<file path="config.mk">
export PLATFORM = sky130hd
export DESIGN_NAME = io_top
export DESIGN_NICKNAME = d
export VERILOG_FILES = /design/src/verilog/io_pkg.sv /design/src/verilog/io_controller.sv /design/src/verilog/io_timer.sv /design/src/verilog/io_top.sv /design/src/verilog/seg_display.sv /design/src/verilog/uart_tx.sv
export SDC_FILE = /design/constraint.sdc
export NUM_CORES = 1
export LEC_CHECK = 0
export BUFFER_PORTS_ARGS = -buffer_cell sky130_fd_sc_hd__buf_4
export CAP_MARGIN = 20
export CORE_UTILIZATION = 60
export CTS_CLUSTER_SIZE = 12
export DETAILED_ROUTE_END_ITERATION = 16
export PLACE_DENSITY = 0.81
export REMOVE_ABC_BUFFERS = 1
export SLEW_MARGIN = 30
export SYNTH_ARGS = -nofsm -noshare
export SYNTH_HDL_FRONTEND = slang
export SYNTH_HIERARCHICAL = 1
export SYNTH_SLANG_ARGS = --single-unit
</file>
<file path="constraint.sdc">
create_clock -name clk_i -period 4.95 [get_ports clk_i]
set_input_delay 0 -clock clk_i [delete_from_list [all_inputs] [get_ports clk_i]]
set_output_delay 0 -clock clk_i [all_outputs]
set_load 0.005 [all_outputs]
</file>
<file path="src/verilog/io_pkg.sv">
package io_pkg;

  parameter int data_w = 32;     // bus data width
  parameter int adr_w  = 14;     // word address width

  // adr[13:10] selects the unit and doubles as the state number
  typedef enum logic [4:0] {
    S_IDLE   = 5'd0,
    S_DONE   = 5'd1,
    S_SWLED  = 5'd2,
    S_UART   = 5'd3,
    S_TIMER  = 5'd8,
    S_SEGFAN = 5'd10
  } state_t;

  typedef enum logic [1:0] {
    TR_COUNT0  = 2'd0,           // channel 0 count, read only
    TR_PERIOD0 = 2'd1,
    TR_PERIOD1 = 2'd2,
    TR_CTRL    = 2'd3            // enables [1:0], pending [9:8]
  } timer_reg_t;

endpackage

</file>
<file path="src/verilog/io_controller.sv">
module io_controller (
  input  logic                      clk_i,
  input  logic                      rst_i,
  input  logic                      cyc_i,
  input  logic                      stb_i,
  input  logic                      we_i,
  input  logic [io_pkg::adr_w-1:0]  adr_i,
  input  logic [io_pkg::data_w-1:0] dat_i,
  input  logic [15:0]               sw_i,
  input  logic [io_pkg::data_w-1:0] uart_dat_i,
  input  logic                      uart_ack_i,
  input  logic [io_pkg::data_w-1:0] timer_dat_i,
  input  logic                      timer_ack_i,
  output logic                      uart_stb_o,
  output logic                      timer_stb_o,
  output logic                      ack_o,
  output logic [io_pkg::data_w-1:0] dat_o,
  output logic [8:0]                led_o,
  output logic [io_pkg::data_w-1:0] seg_reg_o
);

  io_pkg::state_t            state_q;
  io_pkg::state_t            state_d;
  logic [io_pkg::data_w-1:0] result_q;
  logic [io_pkg::data_w-1:0] result_d;
  logic [io_pkg::data_w-1:0] seg_d;
  logic [8:0]                led_d;
  logic                      miss_q;
  logic                      miss_d;
  logic [4:0]                code;

  assign code        = {1'b0, adr_i[13:10]};
  assign ack_o       = (state_q == io_pkg::S_DONE);
  assign dat_o       = result_q;
  assign uart_stb_o  = (state_q == io_pkg::S_UART);
  assign timer_stb_o = (state_q == io_pkg::S_TIMER);

  always_ff @(posedge clk_i or posedge rst_i)
  begin
    if (rst_i)
    begin
      state_q   <= io_pkg::S_IDLE;
      miss_q    <= 1'b0;
      led_o     <= '0;
      seg_reg_o <= '0;
    end
    else
    begin
      state_q   <= state_d;
      miss_q    <= miss_d;
      led_o     <= led_d;
      seg_reg_o <= seg_d;
    end
  end

  always_ff @(posedge clk_i)
  begin
    result_q <= result_d;
  end

  always_comb
  begin
    state_d  = state_q;
    result_d = result_q;
    led_d    = led_o;
    seg_d    = seg_reg_o;
    miss_d   = miss_q;
    case (state_q)
      io_pkg::S_IDLE:
        if (miss_q)
        begin
          miss_d  = 1'b0;                // unmapped code, spend the decode cycle
          state_d = io_pkg::S_DONE;
        end
        else if (cyc_i && stb_i)
        begin
          case (code)
            io_pkg::S_SWLED, io_pkg::S_UART, io_pkg::S_TIMER, io_pkg::S_SEGFAN:
              state_d = io_pkg::state_t'(code);
            default:
            begin
              miss_d   = 1'b1;
              result_d = '0;
            end
          endcase
        end
      io_pkg::S_SWLED:
      begin
        if (we_i)
          led_d = dat_i[8:0];
        else
          result_d = {{(io_pkg::data_w-16){1'b0}}, sw_i};
        state_d = io_pkg::S_DONE;
      end
      io_pkg::S_SEGFAN:
      begin
        if (we_i)
        begin
          if (!adr_i[0])
            seg_d = dat_i;               // offset 1 is read-as-zero
        end
        else
          result_d = adr_i[0] ? '0 : seg_reg_o;
        state_d = io_pkg::S_DONE;
      end
      io_pkg::S_UART:
        if (uart_ack_i)
        begin
          if (!we_i)
            result_d = uart_dat_i;
          state_d = io_pkg::S_DONE;
        end
      io_pkg::S_TIMER:
        if (timer_ack_i)
        begin
          if (!we_i)
            result_d = timer_dat_i;
          state_d = io_pkg::S_DONE;
        end
      io_pkg::S_DONE:
        state_d = io_pkg::S_IDLE;
      default:
        state_d = io_pkg::S_IDLE;
    endcase
  end

  // a single-cycle ack, then back through idle
  ack_single: assert property (@(posedge clk_i) disable iff (rst_i)
    ack_o |=> !ack_o);

  state_legal: assert property (@(posedge clk_i) disable iff (rst_i)
    state_q inside {io_pkg::S_IDLE, io_pkg::S_DONE, io_pkg::S_SWLED,
                    io_pkg::S_UART, io_pkg::S_TIMER, io_pkg::S_SEGFAN});

endmodule

</file>
<file path="src/verilog/io_timer.sv">
module io_timer (
  input  logic                      clk_i,
  input  logic                      rst_i,
  input  logic                      stb_i,
  input  logic                      we_i,
  input  logic [1:0]                adr_i,
  input  logic [io_pkg::data_w-1:0] dat_i,
  output logic [io_pkg::data_w-1:0] dat_o,
  output logic                      ack_o,
  output logic [1:0]                irq_o
);

  logic [io_pkg::data_w-1:0] cnt_q [2];
  logic [io_pkg::data_w-1:0] per_q [2];
  logic [1:0]                en_q;
  logic [1:0]                pend_q;
  logic [1:0]                hit;
  logic                      access;
  io_pkg::timer_reg_t        reg_sel;

  assign access  = stb_i && !ack_o;      // strobe stays up through the ack
  assign reg_sel = io_pkg::timer_reg_t'(adr_i);
  assign irq_o   = pend_q;

  always_comb
  begin
    for (int i = 0; i < 2; i++)
      hit[i] = en_q[i] && (cnt_q[i] == '0);
  end

  always_ff @(posedge clk_i or posedge rst_i)
  begin
    if (rst_i)
    begin
      ack_o  <= 1'b0;
      en_q   <= '0;
      pend_q <= '0;
      for (int i = 0; i < 2; i++)
      begin
        cnt_q[i] <= '0;
        per_q[i] <= '0;
      end
    end
    else
    begin
      ack_o <= access;
      for (int i = 0; i < 2; i++)
      begin
        if (hit[i])
          cnt_q[i] <= per_q[i];          // reload
        else if (en_q[i])
          cnt_q[i] <= cnt_q[i] - 1'b1;
      end
      pend_q <= pend_q | hit;
      if (access && we_i)
      begin
        case (reg_sel)
          io_pkg::TR_PERIOD0:
          begin
            per_q[0] <= dat_i;
            cnt_q[0] <= dat_i;
          end
          io_pkg::TR_PERIOD1:
          begin
            per_q[1] <= dat_i;
            cnt_q[1] <= dat_i;
          end
          io_pkg::TR_CTRL:
          begin
            en_q   <= dat_i[1:0];
            pend_q <= (pend_q & ~dat_i[9:8]) | hit;   // new expiry beats the clear
          end
          default: ;
        endcase
      end
    end
  end

  always_ff @(posedge clk_i)
  begin
    if (access)
    begin
      case (reg_sel)
        io_pkg::TR_COUNT0:  dat_o <= cnt_q[0];
        io_pkg::TR_PERIOD0: dat_o <= per_q[0];
        io_pkg::TR_PERIOD1: dat_o <= per_q[1];
        default:            dat_o <= {{(io_pkg::data_w-10){1'b0}}, pend_q, 6'b0, en_q};
      endcase
    end
  end

  for (genvar i = 0; i < 2; i++)
  begin : g_chk
    pend_at_zero: assert property (@(posedge clk_i) disable iff (rst_i)
      $rose(pend_q[i]) |-> $past(cnt_q[i] == '0));
  end

endmodule

</file>
<file path="src/verilog/io_top.sv">
module io_top #(
  parameter int clk_freq = 1000000,
  parameter int baud     = 115200
) (
  input  logic                      clk_i,
  input  logic                      rst_i,
  input  logic                      cyc_i,
  input  logic                      stb_i,
  input  logic                      we_i,
  input  logic [3:0]                sel_i,
  input  logic [io_pkg::adr_w-1:0]  adr_i,
  input  logic [io_pkg::data_w-1:0] dat_i,
  output logic                      ack_o,
  output logic [io_pkg::data_w-1:0] dat_o,
  input  logic [15:0]               sw_i,
  output logic [8:0]                led_o,
  output logic                      tx_o,
  output logic [1:0]                irq_o,
  output logic [6:0]                hex0_o,
  output logic [6:0]                hex1_o,
  output logic [6:0]                hex2_o,
  output logic [6:0]                hex3_o,
  output logic [6:0]                hex4_o,
  output logic [6:0]                hex5_o,
  output logic [6:0]                hex6_o,
  output logic [6:0]                hex7_o
);

  logic [io_pkg::data_w-1:0] uart_dat;
  logic [io_pkg::data_w-1:0] timer_dat;
  logic [io_pkg::data_w-1:0] seg_reg;
  logic                      uart_ack;
  logic                      timer_ack;
  logic                      uart_stb;
  logic                      timer_stb;

  io_controller ctrl0 (
    .clk_i(clk_i), .rst_i(rst_i),
    .cyc_i(cyc_i), .stb_i(stb_i), .we_i(we_i),
    .adr_i(adr_i), .dat_i(dat_i), .sw_i(sw_i),
    .uart_dat_i(uart_dat), .uart_ack_i(uart_ack),
    .timer_dat_i(timer_dat), .timer_ack_i(timer_ack),
    .uart_stb_o(uart_stb), .timer_stb_o(timer_stb),
    .ack_o(ack_o), .dat_o(dat_o),
    .led_o(led_o), .seg_reg_o(seg_reg)
  );

  io_timer timer0 (
    .clk_i(clk_i), .rst_i(rst_i),
    .stb_i(timer_stb), .we_i(we_i), .adr_i(adr_i[1:0]),
    .dat_i(dat_i), .dat_o(timer_dat), .ack_o(timer_ack),
    .irq_o(irq_o)
  );

  uart_tx #(.clk_freq(clk_freq), .baud(baud)) uart0 (
    .clk_i(clk_i), .rst_i(rst_i),
    .stb_i(uart_stb), .we_i(we_i), .adr_i(adr_i[0]),
    .dat_i(dat_i), .dat_o(uart_dat), .ack_o(uart_ack),
    .tx_o(tx_o)
  );

  seg_display seg0 (
    .seg_reg_i(seg_reg), .adr_i(adr_i), .sel_adr_i(sw_i[15]),   // sw15 shows the address
    .hex0_o(hex0_o), .hex1_o(hex1_o), .hex2_o(hex2_o), .hex3_o(hex3_o),
    .hex4_o(hex4_o), .hex5_o(hex5_o), .hex6_o(hex6_o), .hex7_o(hex7_o)
  );

  // master keeps the request steady until it sees ack
  bus_hold: assert property (@(posedge clk_i) disable iff (rst_i)
    cyc_i && stb_i && !ack_o |=> stb_i && $stable({we_i, sel_i, adr_i, dat_i}));

endmodule

</file>
<file path="src/verilog/seg_display.sv">
module seg_display (
  input  logic [io_pkg::data_w-1:0] seg_reg_i,
  input  logic [io_pkg::adr_w-1:0]  adr_i,
  input  logic                      sel_adr_i,
  output logic [6:0]                hex0_o,
  output logic [6:0]                hex1_o,
  output logic [6:0]                hex2_o,
  output logic [6:0]                hex3_o,
  output logic [6:0]                hex4_o,
  output logic [6:0]                hex5_o,
  output logic [6:0]                hex6_o,
  output logic [6:0]                hex7_o
);

  logic [io_pkg::data_w-1:0] src;

  // active low, {g,f,e,d,c,b,a}
  function automatic logic [6:0] hex_seg(input logic [3:0] nib);
    case (nib)
      4'h0: return 7'h40;
      4'h1: return 7'h79;
      4'h2: return 7'h24;
      4'h3: return 7'h30;
      4'h4: return 7'h19;
      4'h5: return 7'h12;
      4'h6: return 7'h02;
      4'h7: return 7'h78;
      4'h8: return 7'h00;
      4'h9: return 7'h10;
      4'ha: return 7'h08;
      4'hb: return 7'h03;
      4'hc: return 7'h46;
      4'hd: return 7'h21;
      4'he: return 7'h06;
      default: return 7'h0e;
    endcase
  endfunction

  assign src = sel_adr_i ? {{(io_pkg::data_w-io_pkg::adr_w){1'b0}}, adr_i} : seg_reg_i;

  assign hex0_o = hex_seg(src[3:0]);
  assign hex1_o = hex_seg(src[7:4]);
  assign hex2_o = hex_seg(src[11:8]);
  assign hex3_o = hex_seg(src[15:12]);
  assign hex4_o = hex_seg(src[19:16]);
  assign hex5_o = hex_seg(src[23:20]);
  assign hex6_o = hex_seg(src[27:24]);
  assign hex7_o = hex_seg(src[31:28]);

endmodule

</file>
<file path="src/verilog/uart_tx.sv">
module uart_tx #(
  parameter int clk_freq = 1000000,
  parameter int baud     = 115200
) (
  input  logic                      clk_i,
  input  logic                      rst_i,
  input  logic                      stb_i,
  input  logic                      we_i,
  input  logic                      adr_i,
  input  logic [io_pkg::data_w-1:0] dat_i,
  output logic [io_pkg::data_w-1:0] dat_o,
  output logic                      ack_o,
  output logic                      tx_o
);

  localparam int bit_cycles = clk_freq / baud;
  localparam int cnt_w      = (bit_cycles > 1) ? $clog2(bit_cycles) : 1;

  typedef enum logic [1:0] {U_IDLE, U_START, U_DATA, U_STOP} tx_state_t;

  tx_state_t        state_q;
  logic [cnt_w-1:0] tick_q;
  logic [2:0]       bit_q;
  logic [7:0]       shift_q;
  logic [7:0]       byte_q;
  logic             access;
  logic             busy;
  logic             load;
  logic             bit_end;

  assign access  = stb_i && !ack_o;
  assign busy    = (state_q != U_IDLE);
  assign load    = access && we_i && !adr_i && !busy;   // dropped while busy
  assign bit_end = (tick_q == cnt_w'(bit_cycles - 1));

  always_ff @(posedge clk_i or posedge rst_i)
  begin
    if (rst_i)
    begin
      state_q <= U_IDLE;
      tick_q  <= '0;
      bit_q   <= '0;
      tx_o    <= 1'b1;
      ack_o   <= 1'b0;
    end
    else
    begin
      ack_o  <= access;
      tick_q <= (state_q == U_IDLE || bit_end) ? '0 : tick_q + 1'b1;
      case (state_q)
        U_IDLE:
          if (load)
          begin
            state_q <= U_START;
            tx_o    <= 1'b0;
          end
        U_START:
          if (bit_end)
          begin
            state_q <= U_DATA;
            tx_o    <= shift_q[0];       // lsb first
            bit_q   <= '0;
          end
        U_DATA:
          if (bit_end)
          begin
            if (bit_q == 3'd7)
            begin
              state_q <= U_STOP;
              tx_o    <= 1'b1;
            end
            else
            begin
              tx_o  <= shift_q[1];
              bit_q <= bit_q + 1'b1;
            end
          end
        default:
          if (bit_end)
            state_q <= U_IDLE;
      endcase
    end
  end

  always_ff @(posedge clk_i)
  begin
    if (load)
    begin
      shift_q <= dat_i[7:0];
      byte_q  <= dat_i[7:0];
    end
    else if (state_q == U_DATA && bit_end)
      shift_q <= shift_q >> 1;
    if (access)
      dat_o <= adr_i ? {{(io_pkg::data_w-1){1'b0}}, busy}
                     : {{(io_pkg::data_w-8){1'b0}}, byte_q};
  end

  idle_line_high: assert property (@(posedge clk_i) disable iff (rst_i)
    state_q == U_IDLE |-> tx_o);

endmodule
</file>
==> metrics.md, run 1 <==
| Metric | Value |
|---|---|
| GP Congestion | 0.890 |
| Post-Layout Cell Count | 2059 |
| Synth top area cells | dfrtp_1 (30%), edfxtp_1 (17%), nand2_1 (6.1%), mux2i_1 (5.0%), ha_1 (4.7%) |
| Yosys reg bits | 277 |
| Cell taking the most area after synthesis | dfrtp_1 |
| Die ar. | 26900 sq um |
| Slew Viols, Final | 0 |
| Initial Utilization | 61.8% |
| Slew headroom | 42.6% |
| Static leakage | 8.55 nW |
| Sequential share of the synthesized area | 46.8% |
| Tmin final | 3.50 ns |
| CP Capture Type | flop |
| Startpoint Class | flop |
| CP max-delay cell | dfrtp_1 |
| Post-DR vias/cell | 6.09 |
| Maximum vdd drop | 0.346 mV |
| Port Buffer Count | 167 |
| Arr. time, crit path | 3.95 ns |
| Post-DR wirelength/cell | 19.4 microns |
| Post-cts sizing count | 0 |
| Status | completed |
| Hold WC Path Type | in -> reg |
| CTS tree | yes |
| Most used routing layer | met2 |
| Layout Skew | 0.0265 ns |
| Post-synth top area share | 29.9% |
| # placed instances | 1950 |
| Distinct cells, synth | 87 |
| Warnings, synthesis | 6 |
| Post-synth EDFFs | 88 |
| Post-Syn Area per Cell | 10.3 sq um |
| Sink Count | 277 |
| CTS root buffer | clkbuf_16 |
| Post-route ant nets | 0 |
| Skew-Pair Late Insertion Delay | 0.56 ns |
| Layout area overhead | 17.5% |
| Most Frequent Cell on Critical Path | buf_4 |
| Cells after synthesis | 1530 |
| Worst Tran Pin Value | 0.837 ns |
| Critical path cell sequence | nor4b_4 > buf_4 > and3b_1 > nand2_1 > nor2_2 > buf_4 > or3_1 > o21ai_0 > a31oi_1 |
| Req. time, crit path | 5.40 ns |
| DR vias | 12.5k |
| GRT met2 Usage | 48.9% |
| Grt met1 use | 41.5% |
| Drc violations | 0 |
| RSZ-0062 raised after global routing | false |
| Nets@finish | 1837 |
| Largest stage delay, worst path | 0.66 ns |
| Setup violators final | 0 |
| DP Wirelength | 26900 microns |
| Fraction of final layout cells sized beyond drive strength 1 | 18.3% |
| Setup TNS | 0 ns |
| Ant diodes | 0 |
| Core box area | 25500 sq um |
| Cell Area, Synth | 15800 sq um |
| WS Path Type | reg -> reg |
| H-Tree Depth | 1 |
| Final Hold Fails | 0 |
| I/O pins | 172 |
| Grt met3 use | 4.34% |
| Vias in the first global route | 12.0k |
| Number of fillers in the final layout | 1756 |
| Clock Path Buffers | 3 |
| Die width | 164 microns |
| Aggregate global routing overflow | 0 |
| Final period utilization | 70.7% |
| First-pass GRT wire length | 62800 microns |
| Final WL | 40000 microns |
| Fmax | 0.286 GHz |
| Row Count | 58 |
| FFs w/ async S/R, synth | 68.2% |
| CTS Buf Count | 29 |
| PD cells | 284 nW/um^2 |
| Maxcap violations | 0 |
| Synth Flop Type | dfrtp_1 |
| Clock-pin slew on the worst setup and hold paths | 0.06 ns |
| Largest net degree at the start of global routing | 63 |
| Initial antenna violation count | 2 |
| GRT Total Usage | 29.9% |
| TritonRoute pass-1 iters | 8 |
| Initial DRC count | 1087 |
| Die height | 164 microns |
| CP Max Fanout | 30 |
==> synth_stat cells, types with 7 or more instances <==
master / count
mux2_4: 8
o22a_1: 9
a222oi_1: 16
mux2_2: 35
xnor2_1: 26
o21ai_1: 14
nand2_1: 257
xor2_1: 27
or4_1: 8
nor2b_1: 19
a21oi_1: 31
nor3_1: 29
mux2i_1: 79
mux2_1: 31
nor4_1: 23
nand3_1: 8
nor2_1: 78
o22ai_1: 15
ha_1: 59
a221o_1: 14
a22oi_1: 11
buf_4: 29
nor3b_1: 10
mux4_2: 7
edfxtp_1: 88
buf_2: 16
buf_6: 11
nand2b_1: 29
or3_1: 15
inv_1: 56
o21ai_0: 105
clkbuf_1: 53
o31ai_1: 11
dfrtp_1: 188
==> flip-flops by register name (all words and copies together) (netlist names), 3 cells and up <==
name,count
uart0/bit_q,3
ctrl0/state_q,4
uart0/byte_q,8
uart0/dat_o,8
ctrl0/dat_o,32
timer0/per_q,64
timer0/dat_o,32
timer0/cnt_q,64
uart0/shift_q,8
ctrl0/led_o,9
ctrl0/seg_reg_o,32
uart0/tick_q,3
==> path summary, 6_finish.rpt <==
path / start / end / slack (ns) / depth (start not counted)
max in group asynchronous: rst_i / ctrl0/state_q[0]$_DFFE_PP0P_ / 3.52 / 5
worst min-delay path: adr_i[1] / timer0/dat_o[12]$_DFFE_PP_ / 0.03 / 2
worst max-delay path: ctrl0/state_q[3]$_DFFE_PP0P_ / timer0/cnt_q[61]$_DFF_PP0_ / 1.45 / 9
worst min register to register: uart0/tick_q[0]$_DFF_PP0_ / uart0/tick_q[0]$_DFF_PP0_ / 0.45 / 1
min in group asynchronous: rst_i / uart0/tick_q[0]$_DFF_PP0_ / 0.05 / 3
worst max register to register: ctrl0/state_q[3]$_DFFE_PP0P_ / timer0/cnt_q[61]$_DFF_PP0_ / 1.45 / 9
==> placed cells by master (no fill, tap or decap), types with 16 or more instances in the layout <==
cell type      netlist  final
clkbuf_16            0     31
inv_1               56     54
edfxtp_1            88     88
dlygate4sd3_1        0     56
nand2_1            257    257
a21oi_1             31     31
a222oi_1            16     16
nor2b_1             19     17
xor2_1              27     27
conb_1               2     25
nor3_1              29     28
buf_4               29    182
mux2i_1             79     77
dfrtp_1            188    187
ha_1                59     59
xnor2_1             26     26
o21ai_0            105    105
nor2_1              78     77
nor4_1              23     23
mux2_2              35     35
nand2b_1            29     29
mux2_1              31     31
==> report_power, final <==
group          internal [mW]  total (mW)  switching, mW
logic                  0.276       0.568          0.292
clock network           1.25        2.12          0.865
registers               2.46        2.56         0.0972
==> worst max-delay path, delay by kind of cell, from the launching register on <==
family          cells  cell delay (ns)
buf+inv             2             0.89
simple gates        5             1.57
compound gates      2             0.22
flops               1             0.66
==> cells by family after synthesis <==
family,Yosys count,synth area share (%)
multiplexers,166,12.2
buffers and inverters,175,5.69
XOR/XNOR,53,2.95
flip-flops,277,46.8
adder cells (fa/ha/maj),59,4.69
other,2,0.0477
AO/OA/AOI/OAI,276,11.5
AND/OR/NAND/NOR,522,16.1
==> per-stage QoR <==
stage               worst slack, ns  hold WS, ns  power (mW)  instance area (sq um)  utilization (%)
finish                         1.45       0.0251        5.25                  18500             72.7
global route                   1.27       0.0451        5.43                  18500             72.7
CTS                            1.39      0.00914        5.27                  18500             72.6
detailed placement             1.40       0.0152        3.12                  17000             66.7
global placement               1.48      0.00911        3.10                  17000             66.6
floorplan                     0.618       -0.161        2.87                  15200                -
==> area by class of cell <==
cell class | count | area [sq um] | area share (%)
Timing Repair Buffer | 239 | 1950 | 10.6
Tap cell | 330 | 413 | 2.23
Inverter | 59 | 224 | 1.21
Clock inverter | 2 | 20.0 | 0.108
Multi-Input combinational cell | 1101 | 7600 | 41.1
Sequential cell | 277 | 7370 | 39.8
Clock buffer | 51 | 921 | 4.98
==> layer usage <==
| metal | part of all wire [%] | vias up | wire [microns] |
|---|---|---|---|
| met5 | 0.028 | - | 11 |
| met3 | 7.9 | 73 | 3170 |
| met1 | 42 | 6145 | 16700 |
| met2 | 48 | 593 | 19200 |
| li1 | - | 5733 | - |
| met4 | 2.2 | 2 | 881 |
==> repair_timing <==
item	4_1_cts	5_1_grt
setup buffers	0	0
endpoints found under the hold margin	303	0
hold buffers	56	0
Power figures use the tool's default switching activity.
==> run 2: changes to the inputs <==
--- a/config.mk
+++ b/config.mk
@@ -7,10 +7,10 @@
 export LEC_CHECK = 0
 export BUFFER_PORTS_ARGS = -buffer_cell sky130_fd_sc_hd__buf_4
 export CAP_MARGIN = 20
-export CORE_UTILIZATION = 60
+export CORE_UTILIZATION = 54
 export CTS_CLUSTER_SIZE = 12
 export DETAILED_ROUTE_END_ITERATION = 16
-export PLACE_DENSITY = 0.81
+export PLACE_DENSITY = 0.77
 export REMOVE_ABC_BUFFERS = 1
 export SLEW_MARGIN = 30
 export SYNTH_ARGS = -nofsm -noshare
==> constraint.sdc (replaced) <==
create_clock -name clk_i -period 3 [get_ports clk_i]
set_input_delay 0 -clock clk_i [delete_from_list [all_inputs] [get_ports clk_i]]
set_output_delay 0 -clock clk_i [all_outputs]
set_load 0.005 [all_outputs]
==> metrics.md, run 2 (synthesis gave the netlist of run 1 again) <==
| Metric | Value |
|---|---|
| Vias in the first global route | 12.1k (+1.0%) |
| DR vias | 12.4k (-1.3%) |
| Top Registers | timer0/cnt_q: 64 flops, timer0/per_q: 64 flops |
| Maxcap violations | 0 (unchanged) |
| Arr. time, crit path | 3.14 ns (-0.81 ns) |
| Met2 WL post-DR | 17900 microns (-6.4%) |
| GRT Total Usage | 26.2% (-3.8 points) |
| CTS tree | yes |
| Worst Tran Pin Value | 0.887 ns (+0.0502 ns) |
| Req. time, crit path | 3.41 ns (-1.99 ns) |
| Nets@finish | 1858 (+1.1%) |
| Initial DRC count | 1059 (-2.6%) |
| Fmax | 0.367 GHz (+28%) |
| Initial Utilization | 54.9% (-7.0 points) |
| Initial antenna violation count | 1 (-1) |
| Met1 WL | 17700 microns (+5.8%) |
| GP Congestion | 0.871 (-2.1%) |
| Die height | 173 microns (+5.3%) |
| Startpoint Class | flop |
| First-pass GRT wire length | 63400 microns (+0.96%) |
| Top Metal Used | met4 |
| Commonest cells after routing, fill and taps aside | nand2_1 (257), buf_4 (201), dfrtp_1 (188) |
| Final hold slack | 0.0460 ns (+0.0209 ns) |
| Sink Count | 277 (unchanged) |
| Final Util | 64.9% (-7.7 points) |
| Routed met3 length | 2800 microns (-12%) |
| Tmin final | 2.73 ns (-0.774 ns) |
| Drc violations | 0 (unchanged) |
| Most common cell after layout, fill and taps aside | nand2_1 |
| Largest net degree at the start of global routing | 60 (-4.8%) |
| Layout area overhead | 18.3% |
| Post-Layout Cell Count | 2134 (+3.6%) |
| I/O pins | 172 (unchanged) |
| Post-cts sizing count | 0 (unchanged) |
| Clock-pin slew on the worst setup and hold paths | 0.06 ns (about the same) |
| PD cells | 451 nW/um^2 (+59%) |
| Core box area | 28700 sq um (+13%) |
| Total Power | 8.40 mW (+60%) |
| Clock Path Buffers | 3 (unchanged) |
| TritonRoute pass-1 iters | 7 (-1) |
| Setup violators final | 0 (unchanged) |
| Static leakage | 8.61 nW (+0.72%) |
| # placed instances | 2025 (+3.8%) |
| Slew headroom | 39.2% (-3.4 points) |
| DP Wirelength | 27800 microns (+3.6%) |
| H-Tree Depth | 1 (unchanged) |
| CP Max Fanout | 15 (-50%) |
| RSZ-0062 raised after global routing | false |
| CTS root buffer | clkbuf_16 |
| Post-route ant nets | 0 (unchanged) |
| Final period utilization | 90.9% (+20 points) |
| Skew-Pair Late Insertion Delay | 0.53 ns (-0.03 ns) |
| Slew Viols, Final | 0 (unchanged) |
| Final WL | 39200 microns (-1.8%) |
| Aggregate global routing overflow | 0 (unchanged) |
| Die width | 173 microns (+5.3%) |
| Row Count | 62 (+6.9%) |
| CP Capture Type | flop |
| Hold WC Path Type | in -> reg |
| WS Path Type | reg -> reg |
| Setup TNS | 0 ns (unchanged) |
| Post-DR vias/cell | 5.80 (-4.8%) |
| Maximum vdd drop | 0.376 mV (+8.6%) |
| Number of fillers in the final layout | 2256 (+28%) |
| Port Buffer Count | 167 (unchanged) |
| CTS Buf Count | 28 (-3.4%) |
| Fraction of final layout cells sized beyond drive strength 1 | 18.8% (+0.42 points) |
| Post-DR wirelength/cell | 18.4 microns (-5.3%) |
| Layout Skew | 0.00882 ns (-0.0177 ns) |
| Final Hold Fails | 0 (unchanged) |
| Status | completed |
| Die ar. | 29900 sq um (+11%) |
## run 2: area by class of cell
cell class                 instances  area [sq um]  share of cell area (%)
timing repair buffer             261          2140                    11.5
clock inverter                     4          20.0                   0.107
antenna                            1          2.50                  0.0134
sequential                       277          7370                    39.6
clock buffer                      47           813                    4.36
inverter                          59           226                    1.21
multi-input combinational       1101          7590                    40.7
tap                              384           480                    2.58
## run 2: worst max-delay path, cell delays in order (launching register included)
cell     delay [ns]
dfrtp_1        0.42
or4_4          0.53
or3_1          0.43
or4_4          0.67
nand2_8        0.20
mux2_2         0.35
## run 2: repair_timing
| action | 4_1_cts | 5_1_grt |
|---|---|---|
| hold endpoints to repair | 328 | 0 |
| hold buffers | 57 | 0 |
| setup buffers | 0 | 0 |
## run 2: stage by stage
| step | instance area (sq um) | setup WS, ns |
|---|---|---|
| 6_report | 18600 | 0.274 |
| 3_5_place_dp | 17200 | 0.292 |
| 3_3_place_gp | 17200 | 0.339 |
| 4_1_cts | 18600 | 0.284 |
| 5_1_grt | 18600 | 0.217 |
| 2_1_floorplan | 15200 | -1.33 |
## run 2: path summary, 6_finish.rpt
kind	start	cells after the start	to	slack, ns
max	timer0/cnt_q[19]$_DFF_PP0_	5	timer0/cnt_q[9]$_DFF_PP0_	0.27
min	adr_i[12]	4	ctrl0/state_q[0]$_DFFE_PP0P_	0.05
max reg2reg	timer0/cnt_q[19]$_DFF_PP0_	5	timer0/cnt_q[9]$_DFF_PP0_	0.27
min reg2reg	uart0/tick_q[0]$_DFF_PP0_	1	uart0/tick_q[0]$_DFF_PP0_	0.46
max in group asynchronous	rst_i	5	timer0/per_q[18]$_DFFE_PP0P_	1.88
min in group asynchronous	rst_i	3	uart0/ack_o$_DFF_PP0_	0.08
## run 2: where the power goes
part	leakage, nW	switching [mW]	total (mW)	internal [mW]
Combinational	4.94	0.493	0.964	0.471
Clock	0.406	1.38	3.21	1.83
Sequential	3.27	0.157	4.22	4.07
## run 2: layer usage
metal,track usage [%],vias to the layer above
li1,-,5791
met3,4.00,53
met1,37.3,6055
met4,6.86,0
met2,41.9,481
met5,0,-
==> run 3: changes to the inputs <==
--- a/config.mk
+++ b/config.mk
@@ -7,10 +7,10 @@
 export LEC_CHECK = 0
 export BUFFER_PORTS_ARGS = -buffer_cell sky130_fd_sc_hd__buf_4
 export CAP_MARGIN = 20
-export CORE_UTILIZATION = 54
+export CORE_UTILIZATION = 60
 export CTS_CLUSTER_SIZE = 12
 export DETAILED_ROUTE_END_ITERATION = 16
-export PLACE_DENSITY = 0.77
+export PLACE_DENSITY = 0.81
 export REMOVE_ABC_BUFFERS = 1
 export SLEW_MARGIN = 30
 export SYNTH_ARGS = -nofsm -noshare
==> constraint.sdc (replaced) <==
create_clock -name clk_i -period 3.4 [get_ports clk_i]
set_input_delay 0 -clock clk_i [delete_from_list [all_inputs] [get_ports clk_i]]
set_output_delay 0 -clock clk_i [all_outputs]
set_load 0.005 [all_outputs]
==> metrics.md, run 3 (synthesis gave the netlist of run 1 again) <==
| Metric | Value |
|---|---|
| Status | completed |
| Most common cell after layout, fill and taps aside | nand2_1 |
| Clock-pin slew on the worst setup and hold paths | 0.06 ns (about the same) |
| CTS root buffer | clkbuf_16 |
| Die ar. | 26900 sq um (-9.9%) |
| Die height | 164 microns (-5.1%) |
| Req. time, crit path | 3.85 ns (+0.44 ns) |
| Sw frac | 24.1% (-0.088 points) |
| H-Tree Depth | 1 (unchanged) |
| Ant diodes | 0 (-1) |
| Slew Viols, Final | 0 (unchanged) |
| Number of fillers in the final layout | 1774 (-21%) |
| CTS tree | yes |
| Tmin final | 2.87 ns (+0.140 ns) |
| Vias in the first global route | 12.2k (+1.4%) |
| Maxcap violations | 0 (unchanged) |
| RSZ-0062 raised after global routing | false |
| Setup violators final | 0 (unchanged) |
| Hold WC Path Type | in -> async |
| Clock Path Buffers | 3 (unchanged) |
| Skew-Pair Late Insertion Delay | 0.54 ns (about the same) |
| WS Path Type | reg -> reg |
| GP Congestion | 0.884 (+1.5%) |
| Post-DR wirelength/cell | 19.4 microns (+5.4%) |
| Setup TNS | 0 ns (unchanged) |
| Initial Utilization | 61.8% (+7.0 points) |
| Layout Skew | 0.00746 ns (-0.00136 ns) |
| CP Max Fanout | 12 (-3) |
| First-pass GRT wire length | 63800 microns (+0.63%) |
| DR vias | 12.6k (+1.9%) |
| Drc violations | 0 (unchanged) |
| Cts-stage hold buffer count | 55 (-3.5%) |
| Core box area | 25500 sq um (-11%) |
| Top Registers | timer0/cnt_q: 64 flops, timer0/per_q: 64 flops |
| Clk pwr share | 38.9% (+0.6 points) |
| Post-CTS setup buffer count | 0 (unchanged) |
| Dpl ws | 0.559 ns (+0.266 ns) |
| P_int | 5.68 mW (-11%) |
| Aggregate global routing overflow | 0 (unchanged) |
| Largest net degree at the start of global routing | 63 (+5.0%) |
| Sequential group share of total power | 49.8% (-0.5 points) |
| Post-route ant nets | 0 (unchanged) |
| CTS Buf Count | 28 (unchanged) |
| TritonRoute pass-1 iters | 6 (-1) |
| Layout area overhead | 17.4% |
| Nets@finish | 1844 (-0.75%) |
| Post-DR vias/cell | 6.11 (+5.3%) |
| Row Count | 58 (-6.5%) |
| Finished Cell Area | 18500 sq um (-0.80%) |
| Initial antenna violation count | 0 (-1) |
| GRT Total Usage | 30.2% (+4.0 points) |
| Commonest cells after routing, fill and taps aside | nand2_1 (257), buf_4 (189), dfrtp_1 (188) |
| Worst Tran Pin Value | 0.942 ns (+0.0544 ns) |
| Static leakage | 8.56 nW (-0.59%) |
| Sink Count | 277 (unchanged) |
| Final Hold Fails | 0 (unchanged) |
| Post-cts sizing count | 0 (unchanged) |
| Combinational share of power | 11.4% (about the same) |
| Placement Cell Area | 17100 sq um (-0.93%) |
| Arr. time, crit path | 3.32 ns (+0.18 ns) |
| Final period utilization | 84.3% (-6.6 points) |
| Slew headroom | 35.4% (-3.7 points) |
| Final WL | 40000 microns (+2.0%) |
| Initial DRC count | 1286 (+21%) |
| Fmax | 0.349 GHz (-4.9%) |
| Setup WS post-layout | 0.534 ns (+0.260 ns) |
| CP Capture Type | flop |
| Startpoint Class | flop |
| Maximum vdd drop | 0.359 mV (-4.5%) |
| Fraction of final layout cells sized beyond drive strength 1 | 18.3% (-0.49 points) |
| I/O pins | 172 (unchanged) |
| DP Wirelength | 27000 microns (-3.2%) |
| PD cells | 405 nW/um^2 (-10%) |
| Sw Pwr | 1.80 mW (-11%) |
| Die width | 164 microns (-5.1%) |
| Port Buffer Count | 167 (unchanged) |
==> run 3: worst paths after layout <==
| kind | start | end | slack [ns] | depth (start not counted) |
|---|---|---|---|---|
| max | timer0/cnt_q[34]$_DFF_PP0_ | timer0/cnt_q[51]$_DFF_PP0_ | 0.53 | 6 |
| min | rst_i | ctrl0/seg_reg_o[3]$_DFFE_PP0P_ | 0.02 | 3 |
| max reg2reg | timer0/cnt_q[34]$_DFF_PP0_ | timer0/cnt_q[51]$_DFF_PP0_ | 0.53 | 6 |
| min reg2reg | timer0/per_q[20]$_DFFE_PP0P_ | timer0/per_q[20]$_DFFE_PP0P_ | 0.50 | 2 |
| max in group asynchronous | rst_i | timer0/per_q[46]$_DFFE_PP0P_ | 2.35 | 4 |
| min in group clk_i | adr_i[1] | timer0/dat_o[18]$_DFFE_PP_ | 0.03 | 2 |
==> run 3: area by class of cell <==
type                       instances  area (sq um)  share of cell area, %
clock inverter                     2          10.0                 0.0541
sequential                       277          7370                   39.9
inverter                          59           224                   1.21
timing repair buffer             247          2030                   11.0
clock buffer                      50           855                   4.62
tap                              330           413                   2.23
multi-input combinational       1101          7590                   41.0
==> run 3: power by group through the flow <==
stage               clock [mW]  combinational [mW]  sequential, mW
finish                    2.91               0.852            3.72
global placement             0               0.757            3.77
detailed placement           0               0.786            3.78
CTS                       2.95               0.849            3.72
floorplan                    0               0.422            3.76
global route              3.06               0.933            3.74
==> run 3: routing by layer <==
metal | GRT usage [%] | share of wire (%)
met4 | 11.3 | 3.0
met2 | 48.2 | 47
met3 | 3.89 | 7.6
met1 | 42.4 | 42
met5 | 0 | 0
==> run 3: metrics by stage <==
stage          total power [mW]  hold WS (ns)  instances  util, %
2_1_floorplan              4.18        -0.161       1437        -
3_3_place_gp               4.53        0.0310       1959     67.0
3_5_place_dp               4.57        0.0422       1959     67.0
4_1_cts                    7.52        0.0154       2066     72.6
5_1_grt                    7.73        0.0552       2066     72.6
6_report                   7.49        0.0155       2066     72.6
==> run 3: worst max-delay path, cell delays in order, from the launching register on <==
cell and delay [ns]:
dfrtp_1 0.44, or4b_1 0.64, or4_1 0.77, nor3_2 0.44, a21oi_1 0.12, o21a_1 0.19
o21ai_0 0.16
